File: src/hdl/uart_pkg.sv
package uart_pkg;

    // ~~~~~~~~~~~~~~~~~~~~~~~~~~~~~~~~~~~~~~~~~~~~~~~~~~~~~~~~~~~~
    // Bus widths
    // ~~~~~~~~~~~~~~~~~~~~~~~~~~~~~~~~~~~~~~~~~~~~~~~~~~~~~~~~~~~~
    parameter int DATA_W = 32;
    parameter int ADDR_W = 12;
    parameter int STRB_W = 4;

    typedef logic [DATA_W-1:0] reg_data_t;

    // ~~~~~~~~~~~~~~~~~~~~~~~~~~~~~~~~~~~~~~~~~~~~~~~~~~~~~~~~~~~~
    // Register map
    // ~~~~~~~~~~~~~~~~~~~~~~~~~~~~~~~~~~~~~~~~~~~~~~~~~~~~~~~~~~~~
    parameter logic [ADDR_W-1:0] ADDR_TDR = 12'h000;
    parameter logic [ADDR_W-1:0] ADDR_RDR = 12'h004;   // Read only
    parameter logic [ADDR_W-1:0] ADDR_LCR = 12'h008;
    parameter logic [ADDR_W-1:0] ADDR_OCR = 12'h00C;
    parameter logic [ADDR_W-1:0] ADDR_LSR = 12'h010;   // Read only
    parameter logic [ADDR_W-1:0] ADDR_FCR = 12'h014;
    parameter logic [ADDR_W-1:0] ADDR_IER = 12'h018;
    parameter logic [ADDR_W-1:0] ADDR_IIR = 12'h01C;   // Read only
    parameter logic [ADDR_W-1:0] ADDR_HCR = 12'h020;

    // Control and status bit positions
    parameter int OCR_START   = 1;   // Self-clearing
    parameter int FCR_RX_EN   = 0;
    parameter int HCR_LOOP    = 0;
    parameter int LSR_DR      = 0;
    parameter int LSR_OE      = 1;
    parameter int LSR_FE      = 2;
    parameter int LSR_TEMT    = 3;
    parameter int IER_RXDATA  = 0;
    parameter int IER_TXEMPTY = 1;
    parameter int IER_LINE    = 2;

    // Interrupt identification codes
    parameter logic [3:0] IIR_NONE    = 4'b0001;
    parameter logic [3:0] IIR_LINE    = 4'b0110;
    parameter logic [3:0] IIR_RXDATA  = 4'b0100;
    parameter logic [3:0] IIR_TXEMPTY = 4'b0010;

endpackage

File: src/hdl/reg_bus_if.sv
`timescale 1ns/10ps

interface reg_bus_if;

    logic                          en;      // One access per cycle
    logic                          wr_rd;   // 1 = write
    logic [uart_pkg::ADDR_W-1:0]   addr;
    uart_pkg::reg_data_t           wdata;
    logic [uart_pkg::STRB_W-1:0]   strb;
    uart_pkg::reg_data_t           rdata;   // Valid the cycle after en
    logic                          err;

    modport host (
        output en, wr_rd, addr, wdata, strb,
        input  rdata, err
    );

    modport target (
        input  en, wr_rd, addr, wdata, strb,
        output rdata, err
    );

    modport monitor (
        input en, wr_rd, addr, wdata, strb, rdata, err
    );

endinterface

File: src/hdl/line_status.sv
`timescale 1ns/10ps

module line_status (
    input  logic                clk,
    input  logic                reset_n,
    reg_bus_if.monitor          bus,
    input  logic                rx_done_i,
    input  logic                rx_ferr_i,
    input  logic                tx_idle_i,
    input  uart_pkg::reg_data_t ier_i,
    output uart_pkg::reg_data_t lsr_o,
    output uart_pkg::reg_data_t iir_o,
    output logic                irq_o
);

    logic       rd_rdr;
    logic       rd_lsr;
    logic       dr_q;
    logic       oe_q;
    logic       fe_q;
    logic [3:0] iir_code;

    assign rd_rdr = bus.en && !bus.wr_rd && (bus.addr == uart_pkg::ADDR_RDR);
    assign rd_lsr = bus.en && !bus.wr_rd && (bus.addr == uart_pkg::ADDR_LSR);

    // Sticky bits, a new event beats a clearing read
    always_ff @(posedge clk or negedge reset_n) begin
        if (!reset_n) begin
            dr_q <= 1'b0;
            oe_q <= 1'b0;
            fe_q <= 1'b0;
        end else begin
            dr_q <= rx_done_i || (dr_q && !rd_rdr);
            oe_q <= (rx_done_i && dr_q && !rd_rdr) || (oe_q && !rd_lsr);
            fe_q <= rx_ferr_i || (fe_q && !rd_lsr);
        end
    end

    always_comb begin
        lsr_o                     = '0;
        lsr_o[uart_pkg::LSR_DR]   = dr_q;
        lsr_o[uart_pkg::LSR_OE]   = oe_q;
        lsr_o[uart_pkg::LSR_FE]   = fe_q;
        lsr_o[uart_pkg::LSR_TEMT] = tx_idle_i;
    end

    always_comb begin
        if ((oe_q || fe_q) && ier_i[uart_pkg::IER_LINE]) begin
            iir_code = uart_pkg::IIR_LINE;
        end else if (dr_q && ier_i[uart_pkg::IER_RXDATA]) begin
            iir_code = uart_pkg::IIR_RXDATA;
        end else if (tx_idle_i && ier_i[uart_pkg::IER_TXEMPTY]) begin
            iir_code = uart_pkg::IIR_TXEMPTY;
        end else begin
            iir_code = uart_pkg::IIR_NONE;
        end
    end

    assign iir_o = {{(uart_pkg::DATA_W-4){1'b0}}, iir_code};
    assign irq_o = (iir_code != uart_pkg::IIR_NONE);

endmodule

File: src/hdl/register_file.sv
`timescale 1ns/10ps

module register_file (
    input  logic                clk,
    input  logic                reset_n,
    reg_bus_if.target           bus,
    input  uart_pkg::reg_data_t rdr_i,
    input  uart_pkg::reg_data_t lsr_i,
    input  uart_pkg::reg_data_t iir_i,
    output uart_pkg::reg_data_t tdr_o,
    output uart_pkg::reg_data_t lcr_o,
    output uart_pkg::reg_data_t ocr_o,
    output uart_pkg::reg_data_t fcr_o,
    output uart_pkg::reg_data_t ier_o,
    output uart_pkg::reg_data_t hcr_o
);

    uart_pkg::reg_data_t rd_word;
    logic                addr_known;
    logic                addr_rw;
    logic                wr_en;
    logic                rd_en;

    // Byte lane merge under strobes
    function automatic uart_pkg::reg_data_t merge_bytes(
        input uart_pkg::reg_data_t        old_word,
        input uart_pkg::reg_data_t        new_word,
        input logic [uart_pkg::STRB_W-1:0] strb
    );
        uart_pkg::reg_data_t result;
        result = old_word;
        for (int i = 0; i < uart_pkg::STRB_W; i++) begin
            if (strb[i]) begin
                result[i*8 +: 8] = new_word[i*8 +: 8];
            end
        end
        return result;
    endfunction

    assign wr_en = bus.en && bus.wr_rd;
    assign rd_en = bus.en && !bus.wr_rd;

    // ~~~~~~~~~~~~~~~~~~~~~~~~~~~~~~~~~~~~~~~~~~~~~~~~~~~~~~~~~~~~
    // Address decode and read mux
    // ~~~~~~~~~~~~~~~~~~~~~~~~~~~~~~~~~~~~~~~~~~~~~~~~~~~~~~~~~~~~
    always_comb begin
        rd_word    = '0;
        addr_known = 1'b1;
        addr_rw    = 1'b1;
        case (bus.addr)
            uart_pkg::ADDR_TDR: rd_word = tdr_o;
            uart_pkg::ADDR_LCR: rd_word = lcr_o;
            uart_pkg::ADDR_OCR: rd_word = ocr_o;
            uart_pkg::ADDR_FCR: rd_word = fcr_o;
            uart_pkg::ADDR_IER: rd_word = ier_o;
            uart_pkg::ADDR_HCR: rd_word = hcr_o;
            uart_pkg::ADDR_RDR: begin
                rd_word = rdr_i;
                addr_rw = 1'b0;
            end
            uart_pkg::ADDR_LSR: begin
                rd_word = lsr_i;
                addr_rw = 1'b0;
            end
            uart_pkg::ADDR_IIR: begin
                rd_word = iir_i;
                addr_rw = 1'b0;
            end
            default: begin
                addr_known = 1'b0;
                addr_rw    = 1'b0;
            end
        endcase
    end

    // ~~~~~~~~~~~~~~~~~~~~~~~~~~~~~~~~~~~~~~~~~~~~~~~~~~~~~~~~~~~~
    // Registers
    // ~~~~~~~~~~~~~~~~~~~~~~~~~~~~~~~~~~~~~~~~~~~~~~~~~~~~~~~~~~~~
    always_ff @(posedge clk or negedge reset_n) begin
        if (!reset_n) begin
            tdr_o     <= '0;
            lcr_o     <= '0;
            ocr_o     <= '0;
            fcr_o     <= '0;
            ier_o     <= '0;
            hcr_o     <= '0;
            bus.rdata <= '0;
            bus.err   <= 1'b0;
        end else begin
            bus.err <= (wr_en && !addr_rw) || (rd_en && !addr_known);   // Single pulse
            if (rd_en) begin
                bus.rdata <= rd_word;   // Zero on unknown address
            end
            if (wr_en && bus.addr == uart_pkg::ADDR_TDR) begin
                tdr_o <= merge_bytes(tdr_o, bus.wdata, bus.strb);
            end
            if (wr_en && bus.addr == uart_pkg::ADDR_LCR) begin
                lcr_o <= merge_bytes(lcr_o, bus.wdata, bus.strb);
            end
            if (wr_en && bus.addr == uart_pkg::ADDR_OCR) begin
                ocr_o <= merge_bytes(ocr_o, bus.wdata, bus.strb);
            end
            if (ocr_o[uart_pkg::OCR_START]) begin
                ocr_o[uart_pkg::OCR_START] <= 1'b0;   // Start lasts one cycle
            end
            if (wr_en && bus.addr == uart_pkg::ADDR_FCR) begin
                fcr_o <= merge_bytes(fcr_o, bus.wdata, bus.strb);
            end
            if (wr_en && bus.addr == uart_pkg::ADDR_IER) begin
                ier_o <= merge_bytes(ier_o, bus.wdata, bus.strb);
            end
            if (wr_en && bus.addr == uart_pkg::ADDR_HCR) begin
                hcr_o <= merge_bytes(hcr_o, bus.wdata, bus.strb);
            end
        end
    end

endmodule

File: src/hdl/uart_rx.sv
`timescale 1ns/10ps

module uart_rx #(
    parameter int DIV_W = 16
) (
    input  logic                clk,
    input  logic                reset_n,
    input  logic                rx_i,
    input  logic                loop_i,
    input  logic                loop_en_i,
    input  logic                enable_i,
    input  logic [DIV_W-1:0]    divisor_i,
    output uart_pkg::reg_data_t rdr_o,
    output logic                done_o,
    output logic                ferr_o
);

    typedef enum logic [2:0] {RX_IDLE, RX_START, RX_DATA, RX_STOP, RX_HOLD} rx_state_t;

    rx_state_t        state;
    logic [2:0]       sync_q;   // Two sync stages plus edge history
    logic             line;
    logic             fall;
    logic [DIV_W-1:0] half;
    logic [DIV_W-1:0] cnt;
    logic [2:0]       bit_idx;
    logic [7:0]       shift_q;
    logic [7:0]       rx_byte;
    logic             stop_ok;

    assign line  = sync_q[1];
    assign fall  = sync_q[2] && !sync_q[1];
    assign half  = divisor_i >> 1;
    assign rdr_o = {{(uart_pkg::DATA_W-8){1'b0}}, rx_byte};

    always_ff @(posedge clk or negedge reset_n) begin
        if (!reset_n) begin
            sync_q <= 3'b111;   // Line idles high
        end else begin
            sync_q <= {sync_q[1:0], loop_en_i ? loop_i : rx_i};
        end
    end

    always_ff @(posedge clk) begin
        if (state == RX_DATA && cnt == divisor_i) begin
            shift_q <= {line, shift_q[7:1]};
        end
    end

    always_ff @(posedge clk or negedge reset_n) begin
        if (!reset_n) begin
            state   <= RX_IDLE;
            cnt     <= '0;
            bit_idx <= '0;
            stop_ok <= 1'b0;
            rx_byte <= '0;
            done_o  <= 1'b0;
            ferr_o  <= 1'b0;
        end else begin
            done_o <= 1'b0;
            ferr_o <= 1'b0;
            cnt    <= cnt + 1'b1;
            if (!enable_i) begin
                state <= RX_IDLE;
            end else begin
                case (state)
                    RX_IDLE: begin
                        cnt <= '0;
                        if (fall) state <= RX_START;
                    end
                    RX_START: if (cnt == half) begin   // Mid start bit
                        cnt     <= '0;
                        bit_idx <= '0;
                        state   <= line ? RX_IDLE : RX_DATA;
                    end
                    RX_DATA: if (cnt == divisor_i) begin
                        cnt     <= '0;
                        bit_idx <= bit_idx + 3'd1;
                        if (bit_idx == 3'd7) state <= RX_STOP;
                    end
                    RX_STOP: if (cnt == divisor_i) begin
                        cnt     <= '0;
                        stop_ok <= line;
                        state   <= RX_HOLD;
                    end
                    RX_HOLD: if (cnt == half) begin   // Out to end of stop bit
                        state <= RX_IDLE;
                        if (stop_ok) begin
                            rx_byte <= shift_q;
                            done_o  <= 1'b1;
                        end else begin
                            ferr_o <= 1'b1;
                        end
                    end
                    default: state <= RX_IDLE;
                endcase
            end
        end
    end

endmodule

File: src/hdl/uart_top.sv
`timescale 1ns/10ps

module uart_top #(
    parameter int DIV_W = 16
) (
    input  logic                        clk,
    input  logic                        reset_n,
    input  logic                        en_i,
    input  logic                        wr_rd_i,
    input  logic [uart_pkg::ADDR_W-1:0] addr_i,
    input  uart_pkg::reg_data_t         pwdata_i,
    input  logic [uart_pkg::STRB_W-1:0] byte_strobe_i,
    output uart_pkg::reg_data_t         prdata_o,
    output logic                        addr_err_o,
    input  logic                        rx_i,
    output logic                        tx_o,
    output logic                        irq_o
);

    uart_pkg::reg_data_t tdr, rdr, lcr, ocr, lsr, fcr, ier, iir, hcr;
    logic                tx_line;
    logic                tx_idle;
    logic                rx_done;
    logic                rx_ferr;

    reg_bus_if bus ();

    assign bus.en     = en_i;
    assign bus.wr_rd  = wr_rd_i;
    assign bus.addr   = addr_i;
    assign bus.wdata  = pwdata_i;
    assign bus.strb   = byte_strobe_i;
    assign prdata_o   = bus.rdata;
    assign addr_err_o = bus.err;
    assign tx_o       = tx_line;   // Also the loopback source

    register_file u_regs (
        .clk, .reset_n, .bus(bus.target),
        .rdr_i(rdr), .lsr_i(lsr), .iir_i(iir),
        .tdr_o(tdr), .lcr_o(lcr), .ocr_o(ocr),
        .fcr_o(fcr), .ier_o(ier), .hcr_o(hcr)
    );

    uart_tx #(.DIV_W(DIV_W)) u_tx (
        .clk, .reset_n,
        .start_i(ocr[uart_pkg::OCR_START]), .data_i(tdr[7:0]),
        .divisor_i(lcr[DIV_W-1:0]), .tx_o(tx_line), .idle_o(tx_idle)
    );

    uart_rx #(.DIV_W(DIV_W)) u_rx (
        .clk, .reset_n,
        .rx_i, .loop_i(tx_line), .loop_en_i(hcr[uart_pkg::HCR_LOOP]),
        .enable_i(fcr[uart_pkg::FCR_RX_EN]), .divisor_i(lcr[DIV_W-1:0]),
        .rdr_o(rdr), .done_o(rx_done), .ferr_o(rx_ferr)
    );

    line_status u_status (
        .clk, .reset_n, .bus(bus.monitor),
        .rx_done_i(rx_done), .rx_ferr_i(rx_ferr), .tx_idle_i(tx_idle),
        .ier_i(ier), .lsr_o(lsr), .iir_o(iir), .irq_o
    );

endmodule

File: src/hdl/uart_tx.sv
`timescale 1ns/10ps

module uart_tx #(
    parameter int DIV_W = 16
) (
    input  logic             clk,
    input  logic             reset_n,
    input  logic             start_i,
    input  logic [7:0]       data_i,
    input  logic [DIV_W-1:0] divisor_i,
    output logic             tx_o,
    output logic             idle_o
);

    logic             busy;
    logic [DIV_W-1:0] bit_cnt;
    logic [3:0]       bit_idx;   // 0 start, 1..8 data, 9 stop
    logic [7:0]       shift_q;
    logic [DIV_W-1:0] div_q;
    logic             launch;
    logic             bit_end;

    assign launch  = start_i && !busy;   // Ignored mid-frame
    assign bit_end = busy && (bit_cnt == div_q);
    assign idle_o  = !busy;

    // Frame byte and divisor held for the whole frame
    always_ff @(posedge clk) begin
        if (launch) begin
            shift_q <= data_i;
            div_q   <= divisor_i;
        end else if (bit_end && bit_idx < 4'd8) begin
            shift_q <= shift_q >> 1;   // LSB first
        end
    end

    always_ff @(posedge clk or negedge reset_n) begin
        if (!reset_n) begin
            busy    <= 1'b0;
            bit_cnt <= '0;
            bit_idx <= '0;
            tx_o    <= 1'b1;
        end else if (launch) begin
            busy    <= 1'b1;
            bit_cnt <= '0;
            bit_idx <= '0;
            tx_o    <= 1'b0;   // Start bit
        end else if (bit_end) begin
            bit_cnt <= '0;
            bit_idx <= bit_idx + 4'd1;
            if (bit_idx == 4'd9) begin
                busy <= 1'b0;   // Stop bit done
            end else if (bit_idx == 4'd8) begin
                tx_o <= 1'b1;
            end else begin
                tx_o <= shift_q[0];
            end
        end else if (busy) begin
            bit_cnt <= bit_cnt + 1'b1;
        end
    end

endmodule

File: config.mk
export PLATFORM = sky130hd
export DESIGN_NAME = uart_top
export DESIGN_NICKNAME = d
export VERILOG_FILES = /design/src/hdl/uart_pkg.sv /design/src/hdl/reg_bus_if.sv /design/src/hdl/line_status.sv /design/src/hdl/register_file.sv /design/src/hdl/uart_rx.sv /design/src/hdl/uart_top.sv /design/src/hdl/uart_tx.sv
export SDC_FILE = /design/constraint.sdc
export NUM_CORES = 1
export LEC_CHECK = 0
export ABC_CLOCK_PERIOD_IN_PS = 2600
export BUFFER_PORTS_ARGS = -buffer_cell sky130_fd_sc_hd__buf_2
export CELL_PAD_IN_SITES_DETAIL_PLACEMENT = 1
export CELL_PAD_IN_SITES_GLOBAL_PLACEMENT = 1
export CORE_ASPECT_RATIO = 0.6
export CORE_UTILIZATION = 46
export DETAILED_ROUTE_END_ITERATION = 8
export HOLD_SLACK_MARGIN = 0.15
export PLACE_DENSITY_LB_ADDON = 0.1
export REMOVE_ABC_BUFFERS = 1
export SLEW_MARGIN = 20
export SYNTH_ARGS = -nofsm -noshare
export SYNTH_HDL_FRONTEND = slang
export SYNTH_HIERARCHICAL = 1
export SYNTH_SLANG_ARGS = --single-unit
File: constraint.sdc
create_clock -name clk -period 2.6 [get_ports clk]
set_clock_uncertainty 0.1 [all_clocks]
set_input_delay 0.52 -clock clk [delete_from_list [all_inputs] [get_ports clk]]
set_output_delay 0.52 -clock clk [all_outputs]
set_load 0.03 [all_outputs]
; ---- Yosys cells after proc, flatten, opt, wreduce, memory -nomap -nowiden
; Index checks and enable logic that the tools add are counted.
[totals]
input_bits = 53
reg_bits = 318
[op_classes]
n_eq_ne = 28
n_reduce_logical = 80
n_mux = 47
order_cmp = 1
add_sub_neg = 4
[ops]
columns = cell, n
row1 = $pmux 32 s9, 1
row2 = $mux 16, 6
row3 = $reduce_and 2->1, 27
row4 = $eq 12x5->1 const B, 4
row5 = $pmux 16 s3, 1
row6 = $add 16x1->16 const B, 2
row7 = $eq 16x16->1, 2
row8 = $logic_and 1x1->1, 25
row9 = $eq 12x4->1 const B, 2
row10 = $mux 3, 8
row11 = $mux 1, 19
row12 = $eq 16x15->1, 1
row13 = $mux 4, 4
row14 = $mux 8, 2
row15 = $pmux 3 s5, 1
row16 = $eq 12x3->1 const B, 1
row17 = $eq 12x6->1 const B, 1
row18 = $logic_not 12->1, 1
row19 = $ne 3x2->1 const B, 4
row20 = $reduce_bool 2->1, 6
row21 = $reduce_or 9->1, 1
row22 = $eq 4x4->1 const B, 2
row23 = $mux 2, 4
row24 = $reduce_and 4->1, 2
row25 = other kinds (19), 33

; ---- Depth between registers and ports, before layout
; Gate-level depths: netlist of run 1.
[depth]
depth_word = 6
mapped_depth = 7
mapped_depth_nobuf = 7

; ---- Cells and area by module
; The synthesis of run 1 kept the hierarchy.
[modules_own_cells]
columns = mod, area_each_um2, instances, cells_per_inst, seq_area_each_um2
row1 = register_file, 10892.9, 1, 774, 5630.4
row2 = uart_rx, 2502.4, 1, 217, 1144.8
row3 = uart_tx, 2160.8, 1, 188, 1272.5
row4 = line_status, 694.4, 1, 87, 75.1

; ---- Worst setup path before layout of run 1
; No wires, ideal clock.
[synth_timing]
path_kind = register -> register
from = register u_rx.cnt[5]
to = register u_rx.shift_q[0], enable pin
path_stages_with_launch = 6
required_time_ns = 2.102
synth_period_minus_slack_ns = 2.733
arrival_ns = 2.235
path_buffers = 1
slack_ns = -0.133
cell_sequence = dfrtp_1 > buf_6 > xnor2_1 > nand4_1 > nor4_4 > nor4b_1
[synth_via]
elab_chain_len = 2
[synth_rtl]
columns = element, line
row1 = "start, declared", uart_rx.sv:25  ; logic [DIV_W-1:0] cnt;
row2 = "start signal, assigned", uart_rx.sv:62  ; cnt <= cnt + 1'b1;
row3 = $eq 16x16->1, uart_rx.sv:45  ; if (state == RX_DATA && cnt == divisor_i) begin
row4 = $logic_and 1x1->1, uart_rx.sv:45
row5 = "end signal, assigned", uart_rx.sv:46  ; shift_q <= {line, shift_q[7:1]};
row6 = "end, declared", uart_rx.sv:27  ; logic [7:0] shift_q;
; No other way between the ends.
; A chain may end at the register's enable or synchronous reset.

; ---- Worst setup path in the final report of run 1
[layout_timing]
from = register u_rx.cnt[14]
to = register u_rx.rx_byte[0]
[layout_via]
elab_chain_len = 2
[layout_rtl]
columns = element, line
row1 = $eq 16x15->1, uart_rx.sv:86  ; RX_HOLD: if (cnt == half) begin
row2 = $reduce_and 4->1 (no source line), -
row3 = "end signal, assigned", uart_rx.sv:89  ; rx_byte <= shift_q;
row4 = "end, declared", uart_rx.sv:28  ; logic [7:0] rx_byte;
; No other way between the ends.

==> run summary, run 1 <==
JOB
------------------------------------------------------------------------------------
Count of max-cap constraint violations                                             0

SYNTH
------------------------------------------------------------------------------------
Number of synthesized flops with an enable pin                                    32
Proportion of synthesized flip-flops having asynchronous set or reset          89.9%
Unique cell type count in the Yosys netlist                                       81
Cell area after synthesis                                                  16300 um2
Count of yosys warnings during synthesis                                           6
Gate count of the mapped netlist                                                1266
Number of synthesized register bits                                              318
Post-synthesis sequential area ratio                                           50.0%
Cell type with the largest total area after synthesis                   sky130_fd_sc_hd__dfrtp_1
Dominant cells by area after synthesis                                  sky130_fd_sc_hd__dfrtp_1 43%, sky130_fd_sc_hd__mux2_2 14%, sky130_fd_sc_hd__edfxtp_1 5.9%
Most used flip-flop cell after synthesis                                sky130_fd_sc_hd__dfrtp_1
Avg Cell Area, Syn                                                          12.8 um2
Area fraction of the dominant cell type after synthesis                        43.4%

TIMING
------------------------------------------------------------------------------------
Max Clk Rate                                                                 412 MHz
Final setup TNS                                                                 0 ns
Final Max Slew Viols                                                               0
Worst slew slack as a fraction of its limit                                    53.8%
Worst slew pin tran                                                         0.687 ns
Final period demand of the worst path                                        2.43 ns
Hold Violations, Final                                                             0
Post-route worst setup slack                                                0.174 ns
Unrepaired setup endpoints after global routing                                false
Total of endpoints with negative setup slack in the final report                   0
Crit share post-route                                                          93.3%

GLOBAL ROUTING
------------------------------------------------------------------------------------
Initial antenna violation count                                                    2
Maximum number of pins on one net before global-route repair                      67
Global routing usage summed across all routing layers                          25.9%
Via count of the first global-routing pass                                     11200
Aggregate global routing overflow                                                  0
Global-route wire length before repair                                      70700 um

ROUTE
------------------------------------------------------------------------------------
DR top layer                                                                    met4
Initial DRT Pass Iterations                                                        5
Detail Route met3 WL                                                         2040 um
Post-detailed-route count of antenna-violating nets                                0
Residual DRC count                                                                 0
Via density                                                                     5.67
Average routed wire per standard cell                                        24.1 um
Routed WL                                                                   45600 um
Post-Route M1 WL                                                            23500 um
Violation count after the first detailed-route iteration                         715
Vias                                                                           10700
WL met2                                                                     19200 um

CTS
------------------------------------------------------------------------------------
Worst-case clock buffer depth                                                      3
Number of buffers created by CTS                                                  31
Clock-pin slew on the worst setup and hold paths                             0.07 ns
Latest clock arrival within the worst-skew pair                              0.57 ns
Resized Gates After CTS                                                            0
Clock Tree Root                                                         sky130_fd_sc_hd__clkbuf_16
CTS tree                                                                       built
Maximum level of the CTS H-tree                                                    1
Clock net sink count                                                             318

FLOORPLANNING
------------------------------------------------------------------------------------
Core Region                                                                34200 um2
FP Rows                                                                           52
Number of placed I/O pins                                                         88
Die footprint                                                              36100 um2
Starting density of the core                                                   47.5%
Die Y                                                                         148 um
Die outline width                                                             245 um

LAYOUT
------------------------------------------------------------------------------------
Most common library cell in the layout ignoring fill and taps           sky130_fd_sc_hd__dfrtp_1
Post-route cell area                                                       18500 um2
Number of nets at the end of the flow                                           1462
Area overhead of the layout relative to synthesis                              13.8%
Ratio of cells with drive above 1 in the final layout                          36.7%
Most frequent cells in the layout                                       282 x sky130_fd_sc_hd__dfrtp_1, 196 x sky130_fd_sc_hd__mux2_2, 84 x sky130_fd_sc_hd__buf_2
Core occupancy in the finished layout                                          54.0%

PLACED DESIGN
------------------------------------------------------------------------------------
Worst setup slack before clock tree synthesis                             -0.0632 ns
Last weighted congestion value of the routability-driven placer                0.853
Dpl hpwl                                                                    32300 um
Port-buffer cells                                                                 87
Placed cell area                                                           17400 um2

SETUP PATH
------------------------------------------------------------------------------------
Crit Reg-Reg Startpoint                                                 u_rx/cnt[14]
Critical path class                                                     flip-flop to flip-flop
Critical path arrival                                                        2.78 ns
Endpoint of the lowest-slack register-to-register path                  u_rx/rx_byte[0]
Largest fanout of any net on the critical path                                     9
Worst reg-to-reg path cell count                                                   6
Endpoint type of the worst setup path                                      flip-flop
Type of origin of the critical path                                        flip-flop
Worst-case register-to-register setup slack                                  0.17 ns
Sequence of cells on the critical path                                  xor2_1, nor4_1, nand4_2, buf_4, nor2_8, mux2_4
Master of the slowest instance on the critical path                     sky130_fd_sc_hd__nor4_1
Largest stage delay on the critical path                                     0.62 ns
Data required time of the worst path                                         2.96 ns

POWER AND IR DROP
------------------------------------------------------------------------------------
Maximum ir drop on the vdd rail                                             0.517 mV
Power per unit of standard cell area                                      579 nW/um2
Static Leak                                                                  8.72 nW

HOLD PATH
------------------------------------------------------------------------------------
Startpoint of the lowest-slack hold path                                pwdata_i[29]
Worst hold path type                                                    primary input to flip-flop
Worst min-delay path endpoint                                           u_regs/lcr_o[29]
Depth of the worst hold-timing path                                                2

OUTCOME
------------------------------------------------------------------------------------
Status                                                                  complete, no violations

-- per-stage QoR --
step | power (W) | cells | hold WS (ns)
after floorplan | 0.00560 | 1195 | 0.124
after global placement | 0.00608 | 1823 | 0.247
after detailed placement | 0.00609 | 1823 | 0.251
after CTS | 0.0108 | 1884 | 0.150
after global routing | 0.0111 | 1886 | 0.151
final | 0.0107 | 1887 | 0.178
-- logic make-up after synthesis --
| kind of cell | Yosys count | share of synthesized area, % |
|---|---|---|
| and+or+nand+nor | 263 | 9.70 |
| DFF | 318 | 50.0 |
| other | 2 | 0.0462 |
| muxes | 290 | 22.8 |
| AOI/OAI and AO/OA | 149 | 6.67 |
| xor gates and xnor gates | 77 | 4.15 |
| adders and majority gates | 7 | 0.539 |
| buffers and inverters | 160 | 6.11 |
-- registers in the layout, indices dropped and copies added (netlist names), 4 cells and up --
| register | count |
|---|---|
| u_regs/fcr_o | 32 |
| u_rx/shift_q | 8 |
| u_rx/cnt | 16 |
| u_tx/div_q | 16 |
| u_regs/ocr_o | 32 |
| u_tx/bit_idx | 4 |
| u_regs/ier_o | 32 |
| u_regs/tdr_o | 32 |
| u_regs/bus.rdata | 32 |
| u_regs/lcr_o | 32 |
| u_tx/bit_cnt | 16 |
| u_regs/hcr_o | 32 |
| u_rx/rx_byte | 8 |
| u_tx/shift_q | 8 |
-- synth_stat cells (3+ instances only) --
cell type and count:
sky130_fd_sc_hd__nand3_1 33, sky130_fd_sc_hd__mux4_2 37, sky130_fd_sc_hd__nand2_1 74, sky130_fd_sc_hd__nand4_1 17
sky130_fd_sc_hd__nor4_1 3, sky130_fd_sc_hd__mux2_2 196, sky130_fd_sc_hd__nand2b_1 4, sky130_fd_sc_hd__buf_1 5
sky130_fd_sc_hd__o22ai_1 19, sky130_fd_sc_hd__or2_2 3, sky130_fd_sc_hd__nor2b_1 5, sky130_fd_sc_hd__mux2i_1 35
sky130_fd_sc_hd__buf_2 20, sky130_fd_sc_hd__and2_1 6, sky130_fd_sc_hd__mux2_1 4, sky130_fd_sc_hd__nor2_4 4
sky130_fd_sc_hd__xnor2_1 28, sky130_fd_sc_hd__a22o_1 8, sky130_fd_sc_hd__clkbuf_1 32, sky130_fd_sc_hd__a22oi_1 52
sky130_fd_sc_hd__inv_1 8, sky130_fd_sc_hd__dfrtp_1 282, sky130_fd_sc_hd__a21oi_1 8, sky130_fd_sc_hd__buf_6 4
sky130_fd_sc_hd__o211ai_1 14, sky130_fd_sc_hd__nor2_8 4, sky130_fd_sc_hd__ha_1 7, sky130_fd_sc_hd__dfstp_2 4
sky130_fd_sc_hd__nor4_4 3, sky130_fd_sc_hd__and3_1 6, sky130_fd_sc_hd__nor4_2 10, sky130_fd_sc_hd__o221ai_1 4
sky130_fd_sc_hd__buf_4 86, sky130_fd_sc_hd__xor2_1 49, sky130_fd_sc_hd__nand2_2 3, sky130_fd_sc_hd__mux2_4 18
sky130_fd_sc_hd__nor3_1 11, sky130_fd_sc_hd__edfxtp_1 32, sky130_fd_sc_hd__nor2_1 52, sky130_fd_sc_hd__o21ai_0 20
sky130_fd_sc_hd__a31oi_1 3, sky130_fd_sc_hd__o22a_1 4
-- cell type report --
type / instances / area, um2
multi-input combinational: 867 / 7440
sequential: 318 / 8120
clock inverter: 19 / 214
inverter: 10 / 37.5
clock buffer: 37 / 840
fill: 3491 / 15700
tap: 459 / 574
timing repair buffer: 174 / 1250
antenna: 3 / 7.51
-- what timing repair did --
action                    CTS  global route
hold buffers                5             0
setup buffers               0             0
hold endpoints to repair   69             0
-- power by group --
group	leakage (nW)	switching [W]	total (W)	internal [W]
registers	4.21	0.0000955	0.00516	0.00506
logic	4.00	0.000526	0.000860	0.000334
clock network	0.519	0.00198	0.00468	0.00270
-- critical path, delay by kind of cell (launching register included) --
family / cells / cell delay, ns
flops: 1 / 0.45
simple gates: 3 / 1.01
xor+xnor: 1 / 0.19
mux: 1 / 0.33
buf+inv: 1 / 0.22
-- metal layers --
metal,vias up,track usage [%]
met4,0,5.97
met3,52,3.96
met1,5658,41.9
li1,4756,-
met2,242,36.1
met5,-,0
-- worst max path at each step --
stage	cells past startpoint	slack [ns]	to	start
final	6	0.17	u_rx/rx_byte[0]	u_rx/cnt[14]
after global routing	6	0.12	u_rx/rx_byte[3]	u_rx/cnt[14]
after CTS	3	0.20	irq_o	u_tx/busy
after detailed placement	5	-0.06	u_regs/ier_o[15]	addr_i[9]
after global placement	5	0.02	u_regs/ier_o[21]	addr_i[9]
after floorplan	4	-0.11	u_rx/shift_q[0]	u_rx/cnt[5]
No activity file was read; power rests on OpenSTA's default activity.
==> run 2: changes to the inputs <==
--- a/config.mk
+++ b/config.mk
@@ -10,7 +10,7 @@
 export CELL_PAD_IN_SITES_DETAIL_PLACEMENT = 1
 export CELL_PAD_IN_SITES_GLOBAL_PLACEMENT = 1
 export CORE_ASPECT_RATIO = 0.6
-export CORE_UTILIZATION = 46
+export CORE_UTILIZATION = 45
 export DETAILED_ROUTE_END_ITERATION = 8
 export HOLD_SLACK_MARGIN = 0.15
 export PLACE_DENSITY_LB_ADDON = 0.1
==> run summary, run 2 (synthesis results as in run 1) <==
SETUP PATH
-------------------------------------------------------------------------------
Endpoint type of the worst setup path                                 flip-flop
Data required time of the worst path                                    2.90 ns
Master of the slowest instance on the critical path                sky130_fd_sc_hd__nor4_1
Critical path arrival                                                   2.77 ns
Type of origin of the critical path                                   flip-flop
Worst reg-to-reg path cell count                                              6
Endpoint of the lowest-slack register-to-register path             u_rx/rx_byte[7]
Largest stage delay on the critical path                                0.61 ns
Source of the critical timing path                                 u_regs/lcr_o[2]
Crit Reg-Reg Startpoint                                            u_regs/lcr_o[2]
Worst-case register-to-register setup slack                             0.13 ns
Sequence of cells on the critical path                             xor2_1, nor4_1, nand4_2, buf_4, nor2_8, mux2_4
CP endpoint                                                        u_rx/rx_byte[7]
Largest fanout of any net on the critical path                                9
Critical path class                                                flip-flop to flip-flop

FLOORPLANNING
-------------------------------------------------------------------------------
Die footprint                                                         36900 um2
Number of placed I/O pins                                                    88
FP Rows                                                                      53
Die outline width                                                        247 um
Starting density of the core                                              46.1%
Die Y                                                                    149 um
Core Region                                                           35300 um2

POWER AND IR DROP
-------------------------------------------------------------------------------
Maximum ir drop on the vdd rail                                        0.315 mV
Power per unit of standard cell area                                 592 nW/um2
Static Leak                                                             8.77 nW

TIMING
-------------------------------------------------------------------------------
Final period demand of the worst path                                   2.47 ns
Max Clk Rate                                                            404 MHz
Hold Violations, Final                                                        0
Unrepaired setup endpoints after global routing                           false
Worst slew pin tran                                                    0.643 ns
Crit share post-route                                                     95.1%
Min Hold Slack                                                         0.223 ns
Post-route worst setup slack                                           0.127 ns
Worst slew slack as a fraction of its limit                               56.7%
Total of endpoints with negative setup slack in the final report              0
Final Max Slew Viols                                                          0

LAYOUT
-------------------------------------------------------------------------------
Most common library cell in the layout ignoring fill and taps      sky130_fd_sc_hd__dfrtp_1
Ratio of cells with drive above 1 in the final layout                     36.8%
Most frequent cells in the layout                                  282 x sky130_fd_sc_hd__dfrtp_1, 196 x sky130_fd_sc_hd__mux2_2, 84 x sky130_fd_sc_hd__buf_2
Non-Filler Instances                                                       1896
Number of nets at the end of the flow                                      1464
Area overhead of the layout relative to synthesis                         14.4%

CTS
-------------------------------------------------------------------------------
Worst-case clock buffer depth                                                 3
Clock-pin slew on the worst setup and hold paths                        0.06 ns
Latest clock arrival within the worst-skew pair                         0.53 ns
Clock Tree Root                                                    sky130_fd_sc_hd__clkbuf_16
Resized Gates After CTS                                                       0
CTS tree                                                                  built
Clock net sink count                                                        318
Maximum level of the CTS H-tree                                               2
Number of buffers created by CTS                                             34

GLOBAL ROUTING
-------------------------------------------------------------------------------
Initial antenna violation count                                               2
Via count of the first global-routing pass                                11100
Aggregate global routing overflow                                             0
Global routing usage summed across all routing layers                     25.5%
Maximum number of pins on one net before global-route repair                 58
Global-route wire length before repair                                 70300 um

ROUTE
-------------------------------------------------------------------------------
Initial DRT Pass Iterations                                                   7
Residual DRC count                                                           14
Post-detailed-route count of antenna-violating nets                           0
Routed WL                                                              45300 um
Average routed wire per standard cell                                   23.9 um
Violation count after the first detailed-route iteration                    862
Vias                                                                      10700
Via density                                                                5.65

OUTCOME
-------------------------------------------------------------------------------
Violations in the final reports                                    design-rule violations
Status                                                             finished, violations left

PLACED DESIGN
-------------------------------------------------------------------------------
Dpl hpwl                                                               31900 um
Worst setup slack before clock tree synthesis                        -0.0298 ns
Last weighted congestion value of the routability-driven placer           0.863
Cell count after placement                                                 1833
Port-buffer cells                                                            87

HOLD PATH
-------------------------------------------------------------------------------
Worst hold path type                                               primary input to flip-flop

JOB
-------------------------------------------------------------------------------
Count of max-cap constraint violations                                        0

## run 2: cell types whose count changed in the layout (fill, tap and decap cells not counted), moves of 2 or more
cell	previous run	this run
sky130_fd_sc_hd__dlygate4sd3_1	5	2
sky130_fd_sc_hd__clkbuf_8	2	7
sky130_fd_sc_hd__clkbuf_1	3	9
sky130_fd_sc_hd__clkinv_2	8	4
sky130_fd_sc_hd__clkbuf_16	32	37
sky130_fd_sc_hd__diode_2	3	1
sky130_fd_sc_hd__clkinv_4	3	0
sky130_fd_sc_hd__bufinv_16	4	2
sky130_fd_sc_hd__clkinvlp_4	2	0
## run 2: what timing repair did
action                                  4_1_cts  5_1_grt
endpoints found under the setup margin        0        0
hold buffers                                  2        0
endpoints found under the hold margin        48        0
buffers inserted                              0        0
## run 2: through the flow
step           utilization (%)  area, um2  setup TNS (ns)  power (W)
5_1_grt                   52.7      18600               0     0.0114
6_report                  52.7      18600               0     0.0110
3_3_place_gp              49.4      17400          -0.178    0.00606
4_1_cts                   52.7      18600               0     0.0111
2_1_floorplan                -      15600          -0.904    0.00560
3_5_place_dp              49.4      17400         -0.0647    0.00606
## run 2: per-layer routing
layer,wire (um),global-route usage [%],vias to the layer above
met1,23800,41.8,5674
met3,2090,3.81,48
met4,654,5.55,2
met2,18800,34.9,238
li1,-,-,4753
met5,17,0,-
## run 2: worst min-delay path by stage
stage                         startpoint  slack, ns  cells past startpoint          endpoint
after global routing        pwdata_i[24]       0.21                      2  u_regs/lcr_o[24]
after detailed placement  u_rx/sync_q[0]       0.25                      0    u_rx/sync_q[1]
final                       pwdata_i[26]       0.22                      2  u_regs/hcr_o[26]
after floorplan                  reset_n       0.12                      0    u_regs/bus.err
after global placement    u_rx/sync_q[0]       0.25                      0    u_rx/sync_q[1]
after CTS                   pwdata_i[20]       0.20                      2  u_regs/hcr_o[20]
## run 2: power breakdown
part	internal, W	switching [W]
clock	0.00300	0.00202
combinational	0.000313	0.000502
sequential	0.00506	0.000104
total	0.00838	0.00262
## run 2: area by class of cell
class	instances	area, um2
antenna	1	2.50
clock buffer	53	1060
clock inverter	7	96.3
fill	3612	16700
inverter	10	37.5
multi-input combinational	867	7440
sequential	318	8120
tap	467	584
timing repair buffer	173	1250
## run 2: critical path, delay by kind of cell, from the launching register on
family                 cells  cell delay [ns]
multiplexers               1             0.33
buffers and inverters      1             0.22
XOR/XNOR                   1             0.19
flip-flops                 1             0.49
AND/OR/NAND/NOR            3             1.02
==> run 3: changes to the inputs <==
--- a/config.mk
+++ b/config.mk
@@ -5,16 +5,18 @@
 export SDC_FILE = /design/constraint.sdc
 export NUM_CORES = 1
 export LEC_CHECK = 0
+export ABC_AREA = 1
 export ABC_CLOCK_PERIOD_IN_PS = 2600
-export BUFFER_PORTS_ARGS = -buffer_cell sky130_fd_sc_hd__buf_2
 export CELL_PAD_IN_SITES_DETAIL_PLACEMENT = 1
 export CELL_PAD_IN_SITES_GLOBAL_PLACEMENT = 1
 export CORE_ASPECT_RATIO = 0.6
-export CORE_UTILIZATION = 45
+export CORE_UTILIZATION = 43
 export DETAILED_ROUTE_END_ITERATION = 8
+export DONT_BUFFER_PORTS = 1
 export HOLD_SLACK_MARGIN = 0.15
 export PLACE_DENSITY_LB_ADDON = 0.1
 export REMOVE_ABC_BUFFERS = 1
+export SETUP_SLACK_MARGIN = 0.4
 export SLEW_MARGIN = 20
 export SYNTH_ARGS = -nofsm -noshare
 export SYNTH_HDL_FRONTEND = slang
==> run summary, run 3 <==
TIMING
-----------------------------------------------------------------------------------------------------
Post-route worst setup slack                                                                 0.516 ns
Unrepaired setup endpoints after global routing                                                 false
Total of endpoints with negative setup slack in the final report                                    0
Final Max Slew Viols                                                                                0
Worst slew pin tran                                                                          0.830 ns
Final period demand of the worst path                                                         2.08 ns
Worst slew slack as a fraction of its limit                                                     44.7%
Hold Violations, Final                                                                            286
Max Clk Rate                                                                                  480 MHz
Min Hold Slack                                                                              -0.399 ns
Crit share post-route                                                                           80.2%

SYNTH
-----------------------------------------------------------------------------------------------------
Post-synthesis sequential area ratio                                                            47.9%
Unique cell type count in the Yosys netlist                                                        38
Dominant cells by area after synthesis                                                   sky130_fd_sc_hd__dfrtp_1 42%, sky130_fd_sc_hd__nand2_1 17%, sky130_fd_sc_hd__nand3_1 9.3%
Ranking of synthesized cells by instance count                                           756 x sky130_fd_sc_hd__nand2_1, 315 x sky130_fd_sc_hd__nand3_1, 282 x sky130_fd_sc_hd__dfrtp_1
Count of yosys warnings during synthesis                                                            6
Complex-gate fraction of the synthesized area                                                   6.56%
Most frequently used cell type in the post-synthesis netlist                             sky130_fd_sc_hd__nand2_1
Most used flip-flop cell after synthesis                                                 sky130_fd_sc_hd__dfrtp_1
Gate count of the mapped netlist                                                                 2217
Proportion of synthesized flip-flops having asynchronous set or reset                           89.9%
Post-synthesis mux area share                                                                 0.0665%
Number of synthesized flops with an enable pin                                                     32
Cell type with the largest total area after synthesis                                    sky130_fd_sc_hd__dfrtp_1
Area fraction in and, or, nand and nor cells after synthesis                                    32.8%
Area fraction of the dominant cell type after synthesis                                         41.6%
Xor-xnor portion of the synthesized cell area                                                   1.40%
Avg Cell Area, Syn                                                                           7.64 um2
Cell area after synthesis                                                                   16900 um2
Main combinational cell family by area after synthesis                                   simple AND/OR/NAND/NOR gates
Post-synthesis share of cell area spent on full adders, half adders and majority gates         0.517%
Number of synthesized register bits                                                               318

ROUTE
-----------------------------------------------------------------------------------------------------
Via density                                                                                      5.24
Residual DRC count                                                                                  0
Violation count after the first detailed-route iteration                                          944
Vias                                                                                            14500
Post-detailed-route count of antenna-violating nets                                                 0
Initial DRT Pass Iterations                                                                         5
Routed WL                                                                                    50500 um
Average routed wire per standard cell                                                         18.2 um

CTS
-----------------------------------------------------------------------------------------------------
Clock net sink count                                                                              318
Hold Buf Count CTS                                                                                 35
Latest clock arrival within the worst-skew pair                                               0.53 ns
Clock Tree Root                                                                          sky130_fd_sc_hd__clkbuf_16
Worst-case clock buffer depth                                                                       3
CTS tree                                                                                        built
Maximum level of the CTS H-tree                                                                     2
Number of buffers created by CTS                                                                   34
Clock-pin slew on the worst setup and hold paths                                              0.06 ns

POWER AND IR DROP
-----------------------------------------------------------------------------------------------------
Power per unit of standard cell area                                                       573 nW/um2
Static Leak                                                                                   9.59 nW
Maximum ir drop on the vdd rail                                                              0.482 mV

LAYOUT
-----------------------------------------------------------------------------------------------------
Most frequent cells in the layout                                                        756 x sky130_fd_sc_hd__nand2_1, 313 x sky130_fd_sc_hd__nand3_1, 279 x sky130_fd_sc_hd__dfrtp_1
Core occupancy in the finished layout                                                           48.8%
Area overhead of the layout relative to synthesis                                               10.1%
Number of nets at the end of the flow                                                            2289
Most common library cell in the layout ignoring fill and taps                            sky130_fd_sc_hd__nand2_1
Ratio of cells with drive above 1 in the final layout                                           7.67%

PLACED DESIGN
-----------------------------------------------------------------------------------------------------
Last weighted congestion value of the routability-driven placer                                 0.871
Worst setup slack before clock tree synthesis                                                0.251 ns
Port-buffer cells                                                                                   0
Dpl hpwl                                                                                     34500 um

SETUP PATH
-----------------------------------------------------------------------------------------------------
Largest fanout of any net on the critical path                                                      8
Largest stage delay on the critical path                                                      0.45 ns
Endpoint of the lowest-slack register-to-register path                                   u_tx/shift_q[3]
Critical path arrival                                                                         2.21 ns
Master of the slowest instance on the critical path                                      sky130_fd_sc_hd__dfrtp_1
Sequence of cells on the critical path                                                   nor2_1, nor2_1, nor2_1, nand2_1, nor2_2, nand3_2, o21ai_0, buf_4
Critical path class                                                                      flip-flop to flip-flop
Critical Path Most Common Cell                                                           sky130_fd_sc_hd__nor2_1
Worst reg-to-reg path cell count                                                                    8
Worst-case register-to-register setup slack                                                   0.52 ns
Endpoint type of the worst setup path                                                       flip-flop
Data required time of the worst path                                                          2.72 ns
Type of origin of the critical path                                                         flip-flop
Crit Reg-Reg Startpoint                                                                  u_tx/bit_cnt[0]

FLOORPLANNING
-----------------------------------------------------------------------------------------------------
Core Region                                                                                 38300 um2
FP Rows                                                                                            55
Die footprint                                                                               40200 um2
Die Y                                                                                          156 um
Die outline width                                                                              258 um
Number of placed I/O pins                                                                          88
Starting density of the core                                                                    44.3%

GLOBAL ROUTING
-----------------------------------------------------------------------------------------------------
Aggregate global routing overflow                                                                   0
Global-route wire length before repair                                                       82000 um
Global routing usage summed across all routing layers                                           25.7%
Via count of the first global-routing pass                                                      14800
Initial antenna violation count                                                                     2
Maximum number of pins on one net before global-route repair                                      287

OUTCOME
-----------------------------------------------------------------------------------------------------
Status                                                                                   finished, violations left
Violations in the final reports                                                          negative hold slack

JOB
-----------------------------------------------------------------------------------------------------
Count of max-cap constraint violations                                                              0

HOLD PATH
-----------------------------------------------------------------------------------------------------
Worst hold path type                                                                     primary input to async pin

==> run 3: cell count changes in the layout (fill, tap and decap cells not counted), moves of 52 or more <==
| cell | before | now |
|---|---|---|
| sky130_fd_sc_hd__o21ai_0 | 20 | 147 |
| sky130_fd_sc_hd__inv_1 | 8 | 167 |
| sky130_fd_sc_hd__nand2_1 | 74 | 756 |
| sky130_fd_sc_hd__mux2_2 | 196 | 1 |
| sky130_fd_sc_hd__buf_2 | 84 | 0 |
| sky130_fd_sc_hd__a22oi_1 | 52 | 0 |
| sky130_fd_sc_hd__nand3_1 | 33 | 313 |
| sky130_fd_sc_hd__nor2_1 | 52 | 140 |
==> run 3: report_power, final <==
group          leakage (nW)  total [W]  switching, W  internal (W)
clock network         0.555    0.00496       0.00207       0.00289
registers              4.20    0.00516     0.0000927       0.00506
logic                  4.84   0.000564      0.000374      0.000190
==> run 3: cell families after synthesis <==
group           count (synthesis)
buf+inv                       353
xor+xnor                       27
flops                         318
other cells                     2
compound gates                218
mux                             1
fa+ha+maj                       7
simple gates                 1291
==> run 3: worst max-delay path by stage <==
stage                         start               end  slack [ns]
floorplan                 addr_i[8]   u_regs/hcr_o[0]       -4.51
global placement          addr_i[5]  u_regs/tdr_o[12]        0.36
detailed placement        addr_i[5]   u_regs/ocr_o[6]        0.25
CTS                       u_tx/busy             irq_o        0.46
global route        u_tx/bit_cnt[0]   u_tx/shift_q[3]        0.42
finish              u_tx/bit_cnt[0]   u_tx/shift_q[3]        0.52
==> run 3: per-layer routing <==
metal | up-vias | GRT usage, % | routed length (um)
met5 | - | 0 | 0
met4 | 0 | 5.13 | 768
met3 | 59 | 3.74 | 2240
met2 | 257 | 40.0 | 22500
met1 | 7267 | 38.0 | 25000
li1 | 6936 | - | -
==> run 3: what timing repair did <==
item	CTS	global route
endpoints found under the hold margin	371	286
buffers inserted	1	0
endpoints found under the setup margin	12	24
pin swaps	1	0
resized for setup	1	11
==> run 3: per-stage QoR <==
step                      power, W  std cells  TNS (ns)  hold slack [ns]  cell area [um2]
after floorplan            0.00557       2121   -269.60            0.124            16100
after global placement     0.00572       2670         0            0.141            17100
after detailed placement   0.00575       2670         0            0.141            17100
after CTS                   0.0108       2768         0           -0.420            18600
after global routing        0.0111       2769         0           -0.428            18700
final                       0.0107       2770         0           -0.399            18700
==> run 3: area by class of cell <==
type                       count  area, um2
antenna                        2       5.00
clock buffer                  51       1010
clock inverter                11        106
fill                        4802      19600
inverter                     178        669
multi-input combinational   1625       7370
sequential                   318       8130
tap                          513        642
timing repair buffer          72        728
==> run 3: worst max-delay path: cells and delay by family (launching register included) <==
kind	cells	cell delay, ns
AOI/OAI and AO/OA	1	0.18
and+or+nand+nor	6	0.84
buffers and inverters	1	0.21
DFF	1	0.45
